==> config.mk <==
export PLATFORM = sky130hd
export DESIGN_NAME = hio_top
export DESIGN_NICKNAME = d
export VERILOG_FILES = /design/src/hdl/hio_pkg.sv /design/src/hdl/file_download.sv /design/src/hdl/hio_cfg_regs.sv /design/src/hdl/hio_cmd_decoder.sv /design/src/hdl/hio_top.sv /design/src/hdl/ps2_kbd_device.sv
export SDC_FILE = /design/constraint.sdc
export NUM_CORES = 1
export LEC_CHECK = 0
export BUFFER_PORTS_ARGS = -buffer_cell sky130_fd_sc_hd__buf_2
export CORE_MARGIN = 2
export CORE_UTILIZATION = 50
export DETAILED_ROUTE_END_ITERATION = 10
export PLACE_DENSITY = 0.76
export SLEW_MARGIN = 20
export SYNTH_ARGS = -nofsm -noshare
export SYNTH_HDL_FRONTEND = slang
export SYNTH_HIERARCHICAL = 1
export SYNTH_SLANG_ARGS = --single-unit
==> constraint.sdc <==
create_clock -name clk_sys -period 5.8 [get_ports clk_sys]
set_input_delay 0 -clock clk_sys [delete_from_list [all_inputs] [get_ports clk_sys]]
set_output_delay 0 -clock clk_sys [all_outputs]
set_load 0.005 [all_outputs]
==> src/hdl/hio_pkg.sv <==
/*
 * host command bridge shared definitions
 * opcodes of the host strobe bus, bus and download sizes,
 * PS/2 keyboard sizing and the host word decode union
 */

package hio_pkg;

	////////////////////////////////
	// sizes
	localparam int IO_W           = 16;
	localparam int DL_ADDR_W      = 25;
	// consumer buffer depth, bridge starts with this many credits
	localparam int DL_CREDITS     = 4;
	localparam int CREDIT_W       = $clog2(DL_CREDITS + 1);
	localparam int PS2_FIFO_DEPTH = 16;
	localparam int PS2_PTR_W      = $clog2(PS2_FIFO_DEPTH);
	// sys clocks per PS/2 half period, kept short for simulation
	localparam int PS2_DIV        = 8;
	localparam int PS2_DIV_W      = $clog2(PS2_DIV);

	////////////////////////////////
	// host opcodes
	localparam logic [7:0] OP_CFG      = 8'h01;
	localparam logic [7:0] OP_JOY0     = 8'h02;
	localparam logic [7:0] OP_JOY1     = 8'h03;
	localparam logic [7:0] OP_KBD      = 8'h05;
	localparam logic [7:0] OP_STATUS   = 8'h1E;
	localparam logic [7:0] OP_LED_RD   = 8'h1F;
	localparam logic [7:0] OP_FILE_TX  = 8'h53;
	localparam logic [7:0] OP_FILE_DAT = 8'h54;
	localparam logic [7:0] OP_FILE_IDX = 8'h55;

	// first word of a burst
	typedef struct packed {
		logic [7:0] rsvd;
		logic [7:0] opcode;
	} io_cmd_t;

	// one host word, read as command or as data depending on phase
	typedef union packed {
		io_cmd_t         cmd;
		logic [IO_W-1:0] raw;
	} io_word_u;

endpackage

==> src/hdl/file_download.sv <==
/*
 * file download unit
 * holds the download index and active flag, steps the write address
 * and emits one byte write per host data word,
 * a credit counter holds the host off when the consumer is full
 */

`timescale 1ns/1ps

module file_download (
	input  logic                          clk_sys,
	input  logic                          rst_n,
	input  logic                          dl_idx_we,
	input  logic                          dl_ctrl_we,
	input  logic                          dl_dat_we,
	input  logic [hio_pkg::IO_W-1:0]      reg_data,
	input  logic                          dl_credit,
	output logic                          io_wait,
	output logic                          ioctl_download,
	output logic [7:0]                    ioctl_index,
	output logic [hio_pkg::DL_ADDR_W-1:0] ioctl_addr,
	output logic                          ioctl_wr,
	output logic [7:0]                    ioctl_dout
);
	import hio_pkg::*;

	logic [DL_ADDR_W-1:0] addr;
	logic [CREDIT_W-1:0]  credits;

	////////////////////////////////
	// write port payload
	always_ff @(posedge clk_sys) begin
		if (dl_idx_we)
			ioctl_index <= reg_data[7:0];
		if (dl_dat_we) begin
			ioctl_addr <= addr;
			ioctl_dout <= reg_data[7:0];
		end
	end

	always_ff @(posedge clk_sys or negedge rst_n) begin
		if (!rst_n) begin
			ioctl_download <= 1'b0;
			ioctl_wr       <= 1'b0;
			addr           <= '0;
		end else begin
			ioctl_wr <= dl_dat_we;
			if (dl_ctrl_we) begin
				// nonzero starts from address 0, zero ends
				ioctl_download <= |reg_data[7:0];
				if (|reg_data[7:0])
					addr <= '0;
			end
			if (dl_dat_we)
				addr <= addr + 1'b1;
		end
	end

	////////////////////////////////
	// credits, one per write, back on dl_credit
	always_ff @(posedge clk_sys or negedge rst_n) begin
		if (!rst_n) begin
			credits <= CREDIT_W'(DL_CREDITS);
		end else if (ioctl_wr && !dl_credit) begin
			if (credits != '0)
				credits <= credits - 1'b1;
		end else if (dl_credit && !ioctl_wr) begin
			if (credits != CREDIT_W'(DL_CREDITS))
				credits <= credits + 1'b1;
		end
	end

	assign io_wait = (credits == '0);

endmodule

==> src/hdl/hio_cfg_regs.sv <==
/*
 * configuration register block
 * config byte, two joystick words and the 32-bit status word
 * committed in one step when its high half arrives,
 * plus the keyboard LED word read by the host
 */

`timescale 1ns/1ps

module hio_cfg_regs (
	input  logic                     clk_sys,
	input  logic                     rst_n,
	input  logic                     cfg_we,
	input  logic                     joy0_we,
	input  logic                     joy1_we,
	input  logic                     status_lo_we,
	input  logic                     status_hi_we,
	input  logic [hio_pkg::IO_W-1:0] reg_data,
	input  logic [2:0]               kbd_led_status,
	input  logic [2:0]               kbd_led_use,
	output logic [1:0]               buttons,
	output logic                     forced_scandoubler,
	output logic [hio_pkg::IO_W-1:0] joystick_0,
	output logic [hio_pkg::IO_W-1:0] joystick_1,
	output logic [31:0]              status,
	output logic                     status_changed,
	output logic [hio_pkg::IO_W-1:0] led_word
);

	logic [7:0]  cfg;
	logic [15:0] status_lo;
	logic [31:0] status_new;

	// bits 3:2 and 5 are used elsewhere in the system
	assign buttons            = cfg[1:0];
	assign forced_scandoubler = cfg[4];

	assign status_new = {reg_data, status_lo};

	always_ff @(posedge clk_sys or negedge rst_n) begin
		if (!rst_n) begin
			cfg            <= 8'h00;
			joystick_0     <= '0;
			joystick_1     <= '0;
			status_lo      <= 16'h0000;
			status         <= 32'h0000_0000;
			status_changed <= 1'b0;
		end else begin
			status_changed <= 1'b0;
			if (cfg_we)
				cfg <= reg_data[7:0];
			if (joy0_we)
				joystick_0 <= reg_data;
			if (joy1_we)
				joystick_1 <= reg_data;
			// stage low half, nothing visible yet
			if (status_lo_we)
				status_lo <= reg_data;
			if (status_hi_we) begin
				status         <= status_new;
				status_changed <= (status_new != status);
			end
		end
	end

	// per LED: use below, status above, bit 6 marks the word valid
	assign led_word = {9'd0, 1'b1,
		kbd_led_status[2], kbd_led_use[2],
		kbd_led_status[1], kbd_led_use[1],
		kbd_led_status[0], kbd_led_use[0]};

endmodule

==> src/hdl/hio_cmd_decoder.sv <==
/*
 * host bus command decoder
 * follows the command/data phase of each enable burst, latches the
 * opcode from the first strobe and turns every later strobe into a
 * single write pulse, registers the LED word read back to the host
 */

`timescale 1ns/1ps

module hio_cmd_decoder (
	input  logic                        clk_sys,
	input  logic                        rst_n,
	input  logic                        io_enable,
	input  logic                        io_strobe,
	input  hio_pkg::io_word_u           io_din,
	input  logic [hio_pkg::IO_W-1:0]    led_word,
	output logic [hio_pkg::IO_W-1:0]    io_dout,
	output logic                        cfg_we,
	output logic                        joy0_we,
	output logic                        joy1_we,
	output logic                        status_lo_we,
	output logic                        status_hi_we,
	output logic                        kbd_we,
	output logic [7:0]                  kbd_data,
	output logic                        dl_idx_we,
	output logic                        dl_ctrl_we,
	output logic                        dl_dat_we,
	output logic [hio_pkg::IO_W-1:0]    reg_data
);
	import hio_pkg::*;

	// word number inside the burst, 0 is the command
	logic [1:0] word_cnt;
	logic [7:0] opcode;
	logic       data_stb;
	logic       led_rd;

	assign data_stb = io_enable & io_strobe & (word_cnt != 2'd0);

	// payload goes straight through, strobes qualify it
	assign reg_data = io_din.raw;
	assign kbd_data = io_din.raw[7:0];

	////////////////////////////////
	// phase tracking
	always_ff @(posedge clk_sys or negedge rst_n) begin
		if (!rst_n) begin
			word_cnt <= 2'd0;
			opcode   <= 8'h00;
		end else if (!io_enable) begin
			// enable low ends the command
			word_cnt <= 2'd0;
			opcode   <= 8'h00;
		end else if (io_strobe) begin
			if (word_cnt == 2'd0)
				opcode <= io_din.cmd.opcode;
			// saturate, only words 1 and 2 are told apart
			if (word_cnt != 2'd3)
				word_cnt <= word_cnt + 2'd1;
		end
	end

	////////////////////////////////
	// opcode to strobe decode
	always_comb begin
		cfg_we       = 1'b0;
		joy0_we      = 1'b0;
		joy1_we      = 1'b0;
		status_lo_we = 1'b0;
		status_hi_we = 1'b0;
		kbd_we       = 1'b0;
		dl_idx_we    = 1'b0;
		dl_ctrl_we   = 1'b0;
		dl_dat_we    = 1'b0;
		led_rd       = 1'b0;
		if (data_stb) begin
			case (opcode)
				OP_CFG:      cfg_we  = 1'b1;
				OP_JOY0:     joy0_we = 1'b1;
				OP_JOY1:     joy1_we = 1'b1;
				OP_KBD:      kbd_we  = 1'b1;
				// low half first, high half commits
				OP_STATUS: begin
					status_lo_we = (word_cnt == 2'd1);
					status_hi_we = (word_cnt == 2'd2);
				end
				OP_LED_RD:   led_rd     = (word_cnt == 2'd1);
				OP_FILE_TX:  dl_ctrl_we = 1'b1;
				OP_FILE_DAT: dl_dat_we  = 1'b1;
				OP_FILE_IDX: dl_idx_we  = 1'b1;
				default: ;
			endcase
		end
	end

	// read data for one cycle, zero otherwise
	always_ff @(posedge clk_sys or negedge rst_n) begin
		if (!rst_n)
			io_dout <= '0;
		else
			io_dout <= led_rd ? led_word : '0;
	end

endmodule

==> src/hdl/hio_top.sv <==
/*
 * host command bridge top level
 * decoder, register block, PS/2 keyboard and download unit
 */

`timescale 1ns/1ps

module hio_top (
	input  logic                          clk_sys,
	input  logic                          rst_n,
	// host strobe bus
	input  logic                          io_enable,
	input  logic                          io_strobe,
	input  logic [hio_pkg::IO_W-1:0]      io_din,
	output logic [hio_pkg::IO_W-1:0]      io_dout,
	output logic                          io_wait,
	// core side
	input  logic [2:0]                    kbd_led_status,
	input  logic [2:0]                    kbd_led_use,
	output logic [1:0]                    buttons,
	output logic                          forced_scandoubler,
	output logic [hio_pkg::IO_W-1:0]      joystick_0,
	output logic [hio_pkg::IO_W-1:0]      joystick_1,
	output logic [31:0]                   status,
	output logic                          status_changed,
	output logic                          ps2_clk_out,
	output logic                          ps2_dat_out,
	// download port
	output logic                          ioctl_download,
	output logic [7:0]                    ioctl_index,
	output logic [hio_pkg::DL_ADDR_W-1:0] ioctl_addr,
	output logic [7:0]                    ioctl_dout,
	output logic                          ioctl_wr,
	input  logic                          dl_credit
);
	import hio_pkg::*;

	logic            cfg_we;
	logic            joy0_we;
	logic            joy1_we;
	logic            status_lo_we;
	logic            status_hi_we;
	logic            kbd_we;
	logic [7:0]      kbd_data;
	logic            dl_idx_we;
	logic            dl_ctrl_we;
	logic            dl_dat_we;
	logic [IO_W-1:0] reg_data;
	logic [IO_W-1:0] led_word;

	hio_cmd_decoder u_decoder (
		.clk_sys      (clk_sys),
		.rst_n        (rst_n),
		.io_enable    (io_enable),
		.io_strobe    (io_strobe),
		.io_din       (io_din),
		.led_word     (led_word),
		.io_dout      (io_dout),
		.cfg_we       (cfg_we),
		.joy0_we      (joy0_we),
		.joy1_we      (joy1_we),
		.status_lo_we (status_lo_we),
		.status_hi_we (status_hi_we),
		.kbd_we       (kbd_we),
		.kbd_data     (kbd_data),
		.dl_idx_we    (dl_idx_we),
		.dl_ctrl_we   (dl_ctrl_we),
		.dl_dat_we    (dl_dat_we),
		.reg_data     (reg_data)
	);

	hio_cfg_regs u_regs (
		.clk_sys            (clk_sys),
		.rst_n              (rst_n),
		.cfg_we             (cfg_we),
		.joy0_we            (joy0_we),
		.joy1_we            (joy1_we),
		.status_lo_we       (status_lo_we),
		.status_hi_we       (status_hi_we),
		.reg_data           (reg_data),
		.kbd_led_status     (kbd_led_status),
		.kbd_led_use        (kbd_led_use),
		.buttons            (buttons),
		.forced_scandoubler (forced_scandoubler),
		.joystick_0         (joystick_0),
		.joystick_1         (joystick_1),
		.status             (status),
		.status_changed     (status_changed),
		.led_word           (led_word)
	);

	ps2_kbd_device u_kbd (
		.clk_sys     (clk_sys),
		.rst_n       (rst_n),
		.kbd_we      (kbd_we),
		.kbd_data    (kbd_data),
		.ps2_clk_out (ps2_clk_out),
		.ps2_dat_out (ps2_dat_out)
	);

	file_download u_download (
		.clk_sys        (clk_sys),
		.rst_n          (rst_n),
		.dl_idx_we      (dl_idx_we),
		.dl_ctrl_we     (dl_ctrl_we),
		.dl_dat_we      (dl_dat_we),
		.reg_data       (reg_data),
		.dl_credit      (dl_credit),
		.io_wait        (io_wait),
		.ioctl_download (ioctl_download),
		.ioctl_index    (ioctl_index),
		.ioctl_addr     (ioctl_addr),
		.ioctl_wr       (ioctl_wr),
		.ioctl_dout     (ioctl_dout)
	);

endmodule

==> src/hdl/ps2_kbd_device.sv <==
/*
 * PS/2 keyboard device side
 * queues host bytes in a small FIFO and sends each one as an
 * 11-bit device-to-host frame on a locally divided PS/2 clock
 */

`timescale 1ns/1ps

module ps2_kbd_device (
	input  logic       clk_sys,
	input  logic       rst_n,
	input  logic       kbd_we,
	input  logic [7:0] kbd_data,
	output logic       ps2_clk_out,
	output logic       ps2_dat_out
);
	import hio_pkg::*;

	logic [7:0]           fifo_mem [PS2_FIFO_DEPTH];
	// extra top bit tells full from empty
	logic [PS2_PTR_W:0]   wptr;
	logic [PS2_PTR_W:0]   rptr;
	logic                 fifo_empty;
	logic                 fifo_full;
	logic [PS2_DIV_W-1:0] div_cnt;
	logic                 clk_div;
	logic                 div_tick;
	logic                 div_rise;
	logic                 div_fall;
	logic [3:0]           tx_state;
	logic [7:0]           tx_byte;
	logic                 parity;
	logic                 tx_load;

	assign fifo_empty = (wptr == rptr);
	assign fifo_full  = (wptr[PS2_PTR_W] != rptr[PS2_PTR_W]) &&
		(wptr[PS2_PTR_W-1:0] == rptr[PS2_PTR_W-1:0]);

	////////////////////////////////
	// byte FIFO
	always_ff @(posedge clk_sys) begin
		if (kbd_we && !fifo_full)
			fifo_mem[wptr[PS2_PTR_W-1:0]] <= kbd_data;
	end

	// bytes arriving while full are lost
	always_ff @(posedge clk_sys or negedge rst_n) begin
		if (!rst_n)
			wptr <= '0;
		else if (kbd_we && !fifo_full)
			wptr <= wptr + 1'b1;
	end

	////////////////////////////////
	// PS/2 clock divider
	assign div_tick = (div_cnt == PS2_DIV_W'(PS2_DIV - 1));
	assign div_rise = div_tick & ~clk_div;
	assign div_fall = div_tick & clk_div;

	always_ff @(posedge clk_sys or negedge rst_n) begin
		if (!rst_n) begin
			div_cnt <= '0;
			clk_div <= 1'b1;
		end else if (div_tick) begin
			div_cnt <= '0;
			clk_div <= ~clk_div;
		end else begin
			div_cnt <= div_cnt + 1'b1;
		end
	end

	////////////////////////////////
	// frame transmitter
	// state 0 idle, 1..8 data, 9 parity, 10 stop, 11 last low phase
	assign tx_load = div_rise && (tx_state == 4'd0) && !fifo_empty;

	// shift register only meaningful once loaded
	always_ff @(posedge clk_sys) begin
		if (tx_load)
			tx_byte <= fifo_mem[rptr[PS2_PTR_W-1:0]];
		else if (div_rise && tx_state >= 4'd1 && tx_state <= 4'd8)
			tx_byte <= {1'b0, tx_byte[7:1]};
	end

	always_ff @(posedge clk_sys or negedge rst_n) begin
		if (!rst_n) begin
			rptr        <= '0;
			tx_state    <= 4'd0;
			parity      <= 1'b1;
			ps2_dat_out <= 1'b1;
			ps2_clk_out <= 1'b1;
		end else begin
			if (tx_load) begin
				rptr        <= rptr + 1'b1;
				parity      <= 1'b1;
				tx_state    <= 4'd1;
				// start bit
				ps2_dat_out <= 1'b0;
			end else if (div_rise && tx_state != 4'd0) begin
				if (tx_state <= 4'd8) begin
					// lsb first, parity counts the ones
					ps2_dat_out <= tx_byte[0];
					parity      <= parity ^ tx_byte[0];
				end else if (tx_state == 4'd9) begin
					ps2_dat_out <= parity;
				end else begin
					ps2_dat_out <= 1'b1;
				end
				tx_state <= (tx_state == 4'd11) ? 4'd0 : tx_state + 4'd1;
			end
			// clock low phases only shown while a frame is out
			if (div_rise)
				ps2_clk_out <= 1'b1;
			else if (div_fall)
				ps2_clk_out <= (tx_state == 4'd0);
		end
	end

endmodule

==> results of run 1 <==
[sequential cells by signal (all words and copies together) (netlist names), 2 cells and up]
name / count
u_regs/status: 32
u_download/credits: 3
u_kbd/tx_state: 4
u_decoder/word_cnt: 2
u_download/ioctl_index: 8
u_kbd/fifo_mem: 128
u_regs/joystick_0: 16
u_kbd/div_cnt: 3
u_regs/joystick_1: 16
u_download/ioctl_dout: 8
u_download/addr: 25
u_decoder/io_dout: 16
u_regs/cfg: 3
u_kbd/rptr: 5
u_decoder/opcode: 8
u_kbd/tx_byte: 8
u_kbd/wptr: 5
u_regs/status_lo: 16
u_download/ioctl_addr: 25
[worst paths after layout]
check	slack, ns	from	depth (start not counted)	end
worst max-delay path	2.19	u_decoder/word_cnt[0]$_DFFE_PN0P_	7	u_kbd/fifo_mem[3][3]$_DFFE_PP_
worst min-delay path	0.01	io_din[6]	1	u_kbd/fifo_mem[3][6]$_DFFE_PP_
worst max register to register	2.19	u_decoder/word_cnt[0]$_DFFE_PN0P_	7	u_kbd/fifo_mem[3][3]$_DFFE_PP_
worst min register to register	0.43	u_kbd/div_cnt[0]$_DFF_PN0_	1	u_kbd/div_cnt[0]$_DFF_PN0_
max in group asynchronous	4.51	rst_n	3	u_decoder/io_dout[14]$_DFF_PN0_
min in group asynchronous	0.09	rst_n	2	u_regs/joystick_0[12]$_DFFE_PN0P_
[power by group through the flow]
stage          Combinational (W)  Clock, W  Sequential, W
6_report                0.000236   0.00216        0.00261
4_1_cts                 0.000240   0.00220        0.00261
3_3_place_gp            0.000219         0        0.00266
3_5_place_dp            0.000230         0        0.00266
5_1_grt                 0.000264   0.00230        0.00262
2_1_floorplan           0.000139         0        0.00265
[critical path: stages, from the launching register on]
cell	delay (ns)
dfrtp_1	0.41
inv_1	0.09
ha_1	0.33
nand3b_1	0.27
or3b_2	0.50
nor4_1	0.49
o211ai_1	0.29
nor3_1	0.86
[kinds of logic after synthesis]
| family | synth area share |
|---|---|
| other cells | 0.000518 |
| xor+xnor | 0.0308 |
| compound gates | 0.0386 |
| mux | 0.143 |
| fa+ha+maj | 0.0159 |
| flops | 0.645 |
| simple gates | 0.0850 |
| buf+inv | 0.0418 |
[routing by layer]
layer  vias to the layer above  track usage  share of wire  routed length [um]
li1                       3789            -              -                   -
met1                      4236        0.269           0.43               12600
met2                       271        0.323           0.49               14500
met3                        33       0.0429          0.066                1950
met4                         0       0.0508          0.016                 466
met5                         -            0              0                   0
[per-stage QoR]
step / instances / area, um2
floorplan: 941 / 14500
global placement: 1414 / 15400
detailed placement: 1414 / 15400
CTS: 1499 / 16700
global route: 1499 / 16700
finish: 1499 / 16700
[Yosys cell counts (3+ instances only)]
master      n  area share
ha_1       16       0.014
a21boi_0    8      0.0041
clkbuf_1   15      0.0039
and3_1     19      0.0082
and4_1     18       0.011
a31oi_1     4      0.0017
buf_2      11      0.0038
xor2_1      5      0.0030
xnor2_1    46       0.028
edfxtp_1  177        0.37
nand2_1    40       0.010
o211ai_1    6      0.0031
nor3_1      9      0.0031
nand2b_1   13      0.0056
mux2i_1    28       0.019
inv_1      18      0.0047
mux4_2      8       0.012
dfstp_2     5      0.0091
mux2_4      7      0.0072
mux4_1     17       0.031
dfrtp_1   156        0.27
buf_6      10      0.0078
nor4_2      4      0.0035
nand4_1    17      0.0073
a21oi_1     7      0.0024
mux2_2     94       0.073
nand3_1    20      0.0069
a221o_1     3      0.0021
nor2_1     13      0.0034
a221oi_1    7      0.0042
and2_1      5      0.0022
o21ai_1     4      0.0014
buf_4      41       0.021
o21ai_0     9      0.0031
nor2b_1     9      0.0039
or4_4       3      0.0023
a22o_1      9      0.0054
nor4_1      7      0.0030
[area by class of cell]
class | instances | area [um2]
Sequential cell | 338 | 9350
Multi-Input combinational cell | 506 | 4600
Clock inverter | 17 | 105
Tap cell | 384 | 480
Timing Repair Buffer | 187 | 1070
Fill cell | 2126 | 11900
Clock buffer | 49 | 1020
Inverter | 18 | 67.6
==> impl_metrics.env, run 1 <==
export IMPL_hold_ws_ns=0.0120
export IMPL_ys_flop_type="edfxtp_1"
export IMPL_fmax_ghz=0.277
export IMPL_clock_latency_ns=0.51
export IMPL_netlist_instances=933
export IMPL_fin_tns_setup_ns=0
export IMPL_grt_max_degree=83
export IMPL_antenna_cells=0
export IMPL_path_clk_slew_ns=0.06
export IMPL_ir_drop_mv=0.248
export IMPL_cp_max_fo=12
export IMPL_p_int_w=0.00392
export IMPL_maxCapViolCount=0
export IMPL_drtPass1Iterations=5
export IMPL_layout_common_cells="edfxtp_1 (177), dfrtp_1 (156), buf_2 (155), mux2_2 (94), xnor2_1 (46)"
export IMPL_routed_wirelength_um=29600
export IMPL_synth_seq_area_share=0.645
export IMPL_grt_pass1_vias=8586
export IMPL_final_period_utilization=0.623
export IMPL_die_x_um=174
export IMPL_critical_path_class="flop to flop"
export IMPL_initial_core_util=0.507
export IMPL_min_path_type="primary input to flop"
export IMPL_worst_slack_ns=2.19
export IMPL_cts_sinks=338
export IMPL_switching_power_w=0.00109
export IMPL_finalHoldViolCount=0
export IMPL_ctsHoldBuffers=19
export IMPL_antenna_found_initial=0
export IMPL_gp_congestion=0.800
export IMPL_cts_htree_levels=2
export IMPL_syn_avg_cell_area_um2=15.5
export IMPL_area_delta_synth_final_pct=15.1
export IMPL_core_um2=28600
export IMPL_status="complete, no violations"
export IMPL_comb_power_share=0.047
export IMPL_grt_usage=0.197
export IMPL_power_share_clock=0.431
export IMPL_startpoint_type="flop"
export IMPL_min_period_ns=3.61
export IMPL_cts_tree="yes"
export IMPL_yosys_warnings=6
export IMPL_mostFrequentLayoutCell="edfxtp_1"
export IMPL_drive_gt1_frac=0.325
export IMPL_power_leakage_nw=6.98
export IMPL_wl_per_cell_um=19.7
export IMPL_pwr_share_seq=0.522
export IMPL_first_iter_violations=657
export IMPL_slew_violations=0
export IMPL_vias=8329
export IMPL_numCtsBuffers=36
export IMPL_ys_types=76
export IMPL_swShare=0.217
export IMPL_ys_seq_elements=338
export IMPL_viasPerCell=5.56
export IMPL_die_h_um=174
export IMPL_worst_pin_slew_ns=1.04
export IMPL_postCtsSetupBuffers=0
export IMPL_grt_setup_unrepaired="no"
export IMPL_grt_pass1_wl_um=47500
export IMPL_clockBufferDepth=3
export IMPL_clock_skew_ns=0.0144
export IMPL_synth_edf_count=177
export IMPL_cts_root_buf="clkbuf_16"
export IMPL_ios=157
export IMPL_utilization=0.583
export IMPL_relSlewSlack=0.299
export IMPL_port_buffers=156
export IMPL_async_flop_share=0.476
export IMPL_cts_resized=0
export IMPL_drc=0
export IMPL_die_area_um2=30400
export IMPL_end_kind="flop"
export IMPL_ant_nets=0
export IMPL_place_detailed_hpwl_um=18800
export IMPL_p_per_area_nw_per_um2=300
export IMPL_cp_required_ns=5.93
export IMPL_fin_total_pwr_w=0.00501
export IMPL_num_rows=62
export IMPL_setup_violations_final=0
export IMPL_fin_nets=1131
export IMPL_place_ws_ns=2.30
export IMPL_overflow=0
export IMPL_netlist_area_um2=14500
export IMPL_arrival_ns=3.74
Note: power is estimated with default switching activity, not from simulation.
==> run 2, diff against run 1 <==
==> constraint.sdc (replaced) <==
create_clock -name clk_sys -period 3.5 [get_ports clk_sys]
set_input_delay 0 -clock clk_sys [delete_from_list [all_inputs] [get_ports clk_sys]]
set_output_delay 0 -clock clk_sys [all_outputs]
set_load 0.005 [all_outputs]
==> run 2 against run 1 <==
Critical path depth grew 1. Largest cell class unchanged. Utilization increased by 0.70 points. Routed wire length increased by 5.6%. Cell count is 0.73% higher. Hold slack better by 0.0067 ns. Clock skew is 0.0033 ns higher. Sequential share of layout area is 0.66 points lower. Critical path type unchanged. Via count increased by 1.4%.
==> impl_metrics.env, run 2 (synthesized netlist as in run 1, its figures left out) <==
export IMPL_min_path_cells=1
export IMPL_min_path_type="primary input to flop"
export IMPL_drive_gt1_frac=0.331
export IMPL_area_delta_synth_final_pct=16.5
export IMPL_maxCapViolCount=0
export IMPL_clock_latency_ns=0.51
export IMPL_crit_path_top_delay_cell="nor4_1"
export IMPL_antenna_found_initial=1
export IMPL_met1Wirelength_um=13100
export IMPL_cp_top_family="simple AND/OR/NAND/NOR gates"
export IMPL_slew_violations=0
export IMPL_cts_htree_levels=2
export IMPL_wl_met3_um=2000
export IMPL_clock_skew_ns=0.0177
export IMPL_instances_no_fill=1510
export IMPL_cts_tree="yes"
export IMPL_core_um2=28600
export IMPL_worst_pin_slew_ns=0.870
export IMPL_die_x_um=174
export IMPL_layout_common_cells="edfxtp_1 (177), dfrtp_1 (156), buf_2 (155), mux2_2 (94), xnor2_1 (46)"
export IMPL_arrival_ns=3.32
export IMPL_end_kind="flop"
export IMPL_fin_total_pwr_w=0.00859
export IMPL_grt_pass1_wl_um=49300
export IMPL_vias=8449
export IMPL_num_rows=62
export IMPL_mostFrequentLayoutCell="edfxtp_1"
export IMPL_fmax_ghz=0.316
export IMPL_startpoint_type="flop"
export IMPL_top_layer="met4"
export IMPL_overflow=0
export IMPL_utilization=0.590
export IMPL_wl_met2_um=15400
export IMPL_finalHoldViolCount=0
export IMPL_ff2ff_path_depth=8
export IMPL_critPathBufInv=2
export IMPL_cp_num_cells=8
export IMPL_die_h_um=174
export IMPL_fin_tns_setup_ns=0
export IMPL_drc=0
export IMPL_initial_core_util=0.507
export IMPL_postCtsSetupBuffers=0
export IMPL_relSlewSlack=0.420
export IMPL_placed_cells=1425
export IMPL_port_buffers=156
export IMPL_clockBufferDepth=3
export IMPL_ir_drop_mv=0.398
export IMPL_final_period_utilization=0.903
export IMPL_critical_path_class="flop to flop"
export IMPL_routed_wirelength_um=31200
export IMPL_ant_nets=0
export IMPL_fin_nets=1144
export IMPL_cts_root_buf="clkbuf_16"
export IMPL_power_leakage_nw=7.09
export IMPL_largest_reg_flops=128
export IMPL_wl_per_cell_um=20.7
export IMPL_viasPerCell=5.60
export IMPL_status="complete, no violations"
export IMPL_path_cells="inv_1 -> ha_1 -> nand3b_1 -> or3b_2 -> nor4_1 -> o21a_1 -> buf_4 -> and3_1"
export IMPL_numCtsBuffers=35
export IMPL_hold_ws_ns=0.0187
export IMPL_gp_congestion=0.794
export IMPL_grt_usage=0.209
export IMPL_p_per_area_nw_per_um2=508
export IMPL_grt_setup_unrepaired="no"
export IMPL_min_period_ns=3.16
export IMPL_die_area_um2=30400
export IMPL_place_detailed_hpwl_um=19900
export IMPL_setup_violations_final=0
export IMPL_grt_pass1_vias=8787
export IMPL_cp_max_fo=8
export IMPL_path_clk_slew_ns=0.06
export IMPL_drtPass1Iterations=5
export IMPL_slowest_delay_ns=0.53
export IMPL_grt_max_degree=95
export IMPL_ios=157
export IMPL_cts_sinks=338
export IMPL_cp_required_ns=3.66
export IMPL_antenna_cells=0
export IMPL_first_iter_violations=494
[run 2: layout make-up]
cell class,instances,area (um2)
Tap cell,384,480
Clock buffer,40,905
Inverter,18,67.6
Timing Repair Buffer,201,1200
Sequential cell,338,9350
Clock inverter,23,290
Multi-Input combinational cell,506,4600
Fill cell,2168,11700
[run 2: stage by stage]
stage          worst slack [ns]  area [um2]
5_1_grt                   0.131       16900
4_1_cts                   0.236       16900
3_3_place_gp              0.435       15500
3_5_place_dp              0.274       15500
6_report                  0.338       16900
2_1_floorplan            0.0595       14500
[run 2: per-layer routing]
metal,up-vias,GRT usage
met3,61,0.0518
met4,0,0.0606
met5,-,0
met1,4311,0.271
met2,265,0.351
li1,3812,-
[run 2: repair_timing]
action                                 4_1_cts  5_1_grt
endpoints found under the hold margin      142        0
resized for setup                            0        1
hold buffers                                22        0
setup endpoints to repair                    0        8
[run 2: worst reg2reg max path, delay by kind of cell (launching register included)]
kind	cells	cell delay [ns]
compound gates	1	0.24
simple gates	4	1.70
buf+inv	2	0.25
fa+ha+maj	1	0.21
flops	1	0.42
[run 2: worst paths after layout]
kind                                                   start                                 to  slack, ns
max reg2reg                u_decoder/word_cnt[0]$_DFFE_PN0P_     u_kbd/fifo_mem[6][2]$_DFFE_PP_       0.34
max in group asynchronous                              rst_n  u_download/credits[2]$_DFFE_PN1P_       2.47
min in group asynchronous                              rst_n      u_regs/status[28]$_DFFE_PN0P_       0.14
min                                                io_din[7]    u_kbd/fifo_mem[10][7]$_DFFE_PP_       0.02
min reg2reg                       u_kbd/div_cnt[0]$_DFF_PN0_         u_kbd/div_cnt[0]$_DFF_PN0_       0.44
max                        u_decoder/word_cnt[0]$_DFFE_PN0P_     u_kbd/fifo_mem[6][2]$_DFFE_PP_       0.34
[run 2: report_power, final]
group	switching, W	internal [W]
Clock	0.00153	0.00232
Sequential	0.0000590	0.00427
Combinational	0.000238	0.000172
Total	0.00182	0.00676
==> run 3, diff against run 2 <==
--- a/config.mk
+++ b/config.mk
@@ -5,11 +5,12 @@
 export SDC_FILE = /design/constraint.sdc
 export NUM_CORES = 1
 export LEC_CHECK = 0
+export ABC_AREA = 1
 export BUFFER_PORTS_ARGS = -buffer_cell sky130_fd_sc_hd__buf_2
 export CORE_MARGIN = 2
 export CORE_UTILIZATION = 50
 export DETAILED_ROUTE_END_ITERATION = 10
-export PLACE_DENSITY = 0.76
+export PLACE_DENSITY = 0.75
 export SLEW_MARGIN = 20
 export SYNTH_ARGS = -nofsm -noshare
 export SYNTH_HDL_FRONTEND = slang
==> run 3 against run 2 <==
Combinational power rose by 9.8%. Largest power group unchanged. Sequential cell count is the same. Cell area is 3.3% higher. First-iteration DRC count rose by 54%. Utilization is 0.45 points lower. Die area up 5.0%. Synthesized cell count up 74%. Setup slack gained 0.35 ns. Clock-buffer cell count grew 5. Critical path depth shrank 1.
==> impl_metrics.env, run 3 <==
export IMPL_synth_seq_area_share=0.614
export IMPL_min_period_ns=2.81
export IMPL_critical_path_class="flop to flop"
export IMPL_core_um2=29800
export IMPL_gp_congestion=0.975
export IMPL_numCtsBuffers=34
export IMPL_utilization=0.586
export IMPL_slew_violations=0
export IMPL_setup_violations_final=0
export IMPL_placed_cells=2114
export IMPL_num_rows=63
export IMPL_antenna_cells=0
export IMPL_initial_core_util=0.511
export IMPL_drive_gt1_frac=0.169
export IMPL_grt_usage=0.224
export IMPL_die_h_um=179
export IMPL_grt_pass1_wl_um=56100
export IMPL_area_delta_synth_final_pct=14.6
export IMPL_path_clk_slew_ns=0.06
export IMPL_clock_skew_ns=0.0140
export IMPL_synth_edf_count=177
export IMPL_cp_required_ns=3.63
export IMPL_ys_types=44
export IMPL_drc=0
export IMPL_layout_common_cells="nand2_1 (495), inv_1 (200), edfxtp_1 (177), buf_2 (155), dfrtp_1 (155)"
export IMPL_die_x_um=179
export IMPL_instances_no_fill=2195
export IMPL_port_buffers=156
export IMPL_worst_pin_slew_ns=1.05
export IMPL_synthTopCellsByArea="edfxtp_1 (35%), dfrtp_1 (26%), nand2_1 (12%)"
export IMPL_grt_setup_unrepaired="no"
export IMPL_fin_nets=1823
export IMPL_die_area_um2=31900
export IMPL_cts_root_buf="clkbuf_16"
export IMPL_grt_pass1_vias=11300
export IMPL_min_path_cells=3
export IMPL_syn_avg_cell_area_um2=9.37
export IMPL_end_kind="flop"
export IMPL_p_per_area_nw_per_um2=477
export IMPL_fin_tns_setup_ns=0
export IMPL_yosys_warnings=6
export IMPL_cp_max_fo=8
export IMPL_mostFrequentLayoutCell="nand2_1"
export IMPL_ant_nets=0
export IMPL_min_path_type="primary input to flop"
export IMPL_synth_most_common_cell="nand2_1"
export IMPL_clock_latency_ns=0.52
export IMPL_power_leakage_nw=8.06
export IMPL_cts_htree_levels=2
export IMPL_ir_drop_mv=0.459
export IMPL_viasPerCell=5.08
export IMPL_ys_seq_elements=338
export IMPL_place_detailed_hpwl_um=22300
export IMPL_final_period_utilization=0.803
export IMPL_async_flop_share=0.476
export IMPL_overflow=0
export IMPL_status="complete, no violations"
export IMPL_routed_wirelength_um=34500
export IMPL_clockBufferDepth=3
export IMPL_fmax_ghz=0.356
export IMPL_relSlewSlack=0.295
export IMPL_ios=157
export IMPL_first_iter_violations=759
export IMPL_startpoint_type="flop"
export IMPL_maxCapViolCount=0
export IMPL_finalHoldViolCount=0
export IMPL_grt_max_degree=96
export IMPL_cts_tree="yes"
export IMPL_wl_per_cell_um=15.7
export IMPL_largest_reg_flops=128
export IMPL_yosys_top_cells_count="nand2_1 (495), inv_1 (200), edfxtp_1 (177)"
export IMPL_netlist_instances=1626
export IMPL_netlist_area_um2=15200
export IMPL_postCtsSetupBuffers=0
export IMPL_drtPass1Iterations=7
export IMPL_vias=11200
export IMPL_antenna_found_initial=0
export IMPL_ys_flop_type="edfxtp_1"
export IMPL_synth_top_area_share=0.349
export IMPL_cts_sinks=338
export IMPL_yosys_area_top_type="edfxtp_1"
export IMPL_arrival_ns=2.94
export IMPL_ff2ff_path_depth=7
==> run 3: changes by cell type in the layout (fill, tap and decap cells not counted), moves of 28 or more <==
cell	change
a21oi_1	+37
inv_1	+182
mux2_2	-92
mux2i_1	-28
nand2_1	+455
nand3_1	+78
nor2_1	+115
o21ai_0	+81
xnor2_1	-43
==> run 3: stage by stage <==
stage                     cell area (um2)  power [W]  setup WS, ns  hold WS [ns]
after detailed placement            16200    0.00487         0.703         0.170
after global placement              16200    0.00485         0.893         0.170
after CTS                           17500    0.00840         0.678       0.00630
after global routing                17500    0.00863         0.435        0.0249
after floorplan                     15300    0.00468         0.581        -0.296
final                               17500    0.00833         0.691       0.00469
==> run 3: cells by family (layout without fill, tap and decap cells) <==
logic type	Yosys count	count (layout)	synth area share
xor+xnor	16	16	0.00969
mux	2	2	0.00148
flops	338	338	0.614
other cells	2	10	0.000493
buf+inv	314	485	0.0921
compound gates	149	149	0.0504
simple gates	788	788	0.218
fa+ha+maj	17	17	0.0144
==> run 3: repair_timing <==
item / 4_1_cts / 5_1_grt
gates resized for setup: 0 / 0
hold buffers: 19 / 0
hold endpoints to repair: 141 / 0
==> run 3: final timing paths <==
kind	startpoint	endpoint	slack, ns
setup / recovery	u_decoder/word_cnt[0]$_DFFE_PN0P_	u_kbd/fifo_mem[4][0]$_DFFE_PP_	0.69
hold / removal	io_din[0]	u_regs/status_lo[0]$_DFFE_PN0P_	0.005
setup reg to reg	u_decoder/word_cnt[0]$_DFFE_PN0P_	u_kbd/fifo_mem[4][0]$_DFFE_PP_	0.69
hold reg to reg	u_kbd/div_cnt[0]$_DFF_PN0_	u_kbd/div_cnt[0]$_DFF_PN0_	0.44
max in group asynchronous	rst_n	u_download/credits[2]$_DFFE_PN1P_	2.41
min in group asynchronous	rst_n	u_decoder/io_dout[7]$_DFF_PN0_	0.17
==> run 3: final cells by class <==
type                    count  area, um2
clock buffers              45        912
clock inverters            17        161
fillers                  2464      12300
inverters                 226        853
multi-input cells         982       4540
flip-flops and latches    338       9350
well taps                 390        488
repair buffers            197       1150
==> run 3: metal layers <==
metal	vias to the layer above	GRT usage	routed length [um]
li1	5411	-	-
met2	352	0.391	17500
met4	0	0.0738	869
met5	-	0	0
met3	73	0.0556	2340
met1	5321	0.271	13800
==> run 3: where the power goes <==
part | switching [W] | internal (W)
logic | 0.000285 | 0.000165
registers | 0.0000641 | 0.00429
clock network | 0.00151 | 0.00201
==> run 3: worst max-delay path, cell delays in order, from the launching register on <==
cell	delay [ns]
dfrtp_1	0.38
inv_1	0.10
ha_1	0.23
nor2_1	0.22
nand4_1	0.16
nor2_1	0.26
nand2_1	0.22
nor3_1	0.84
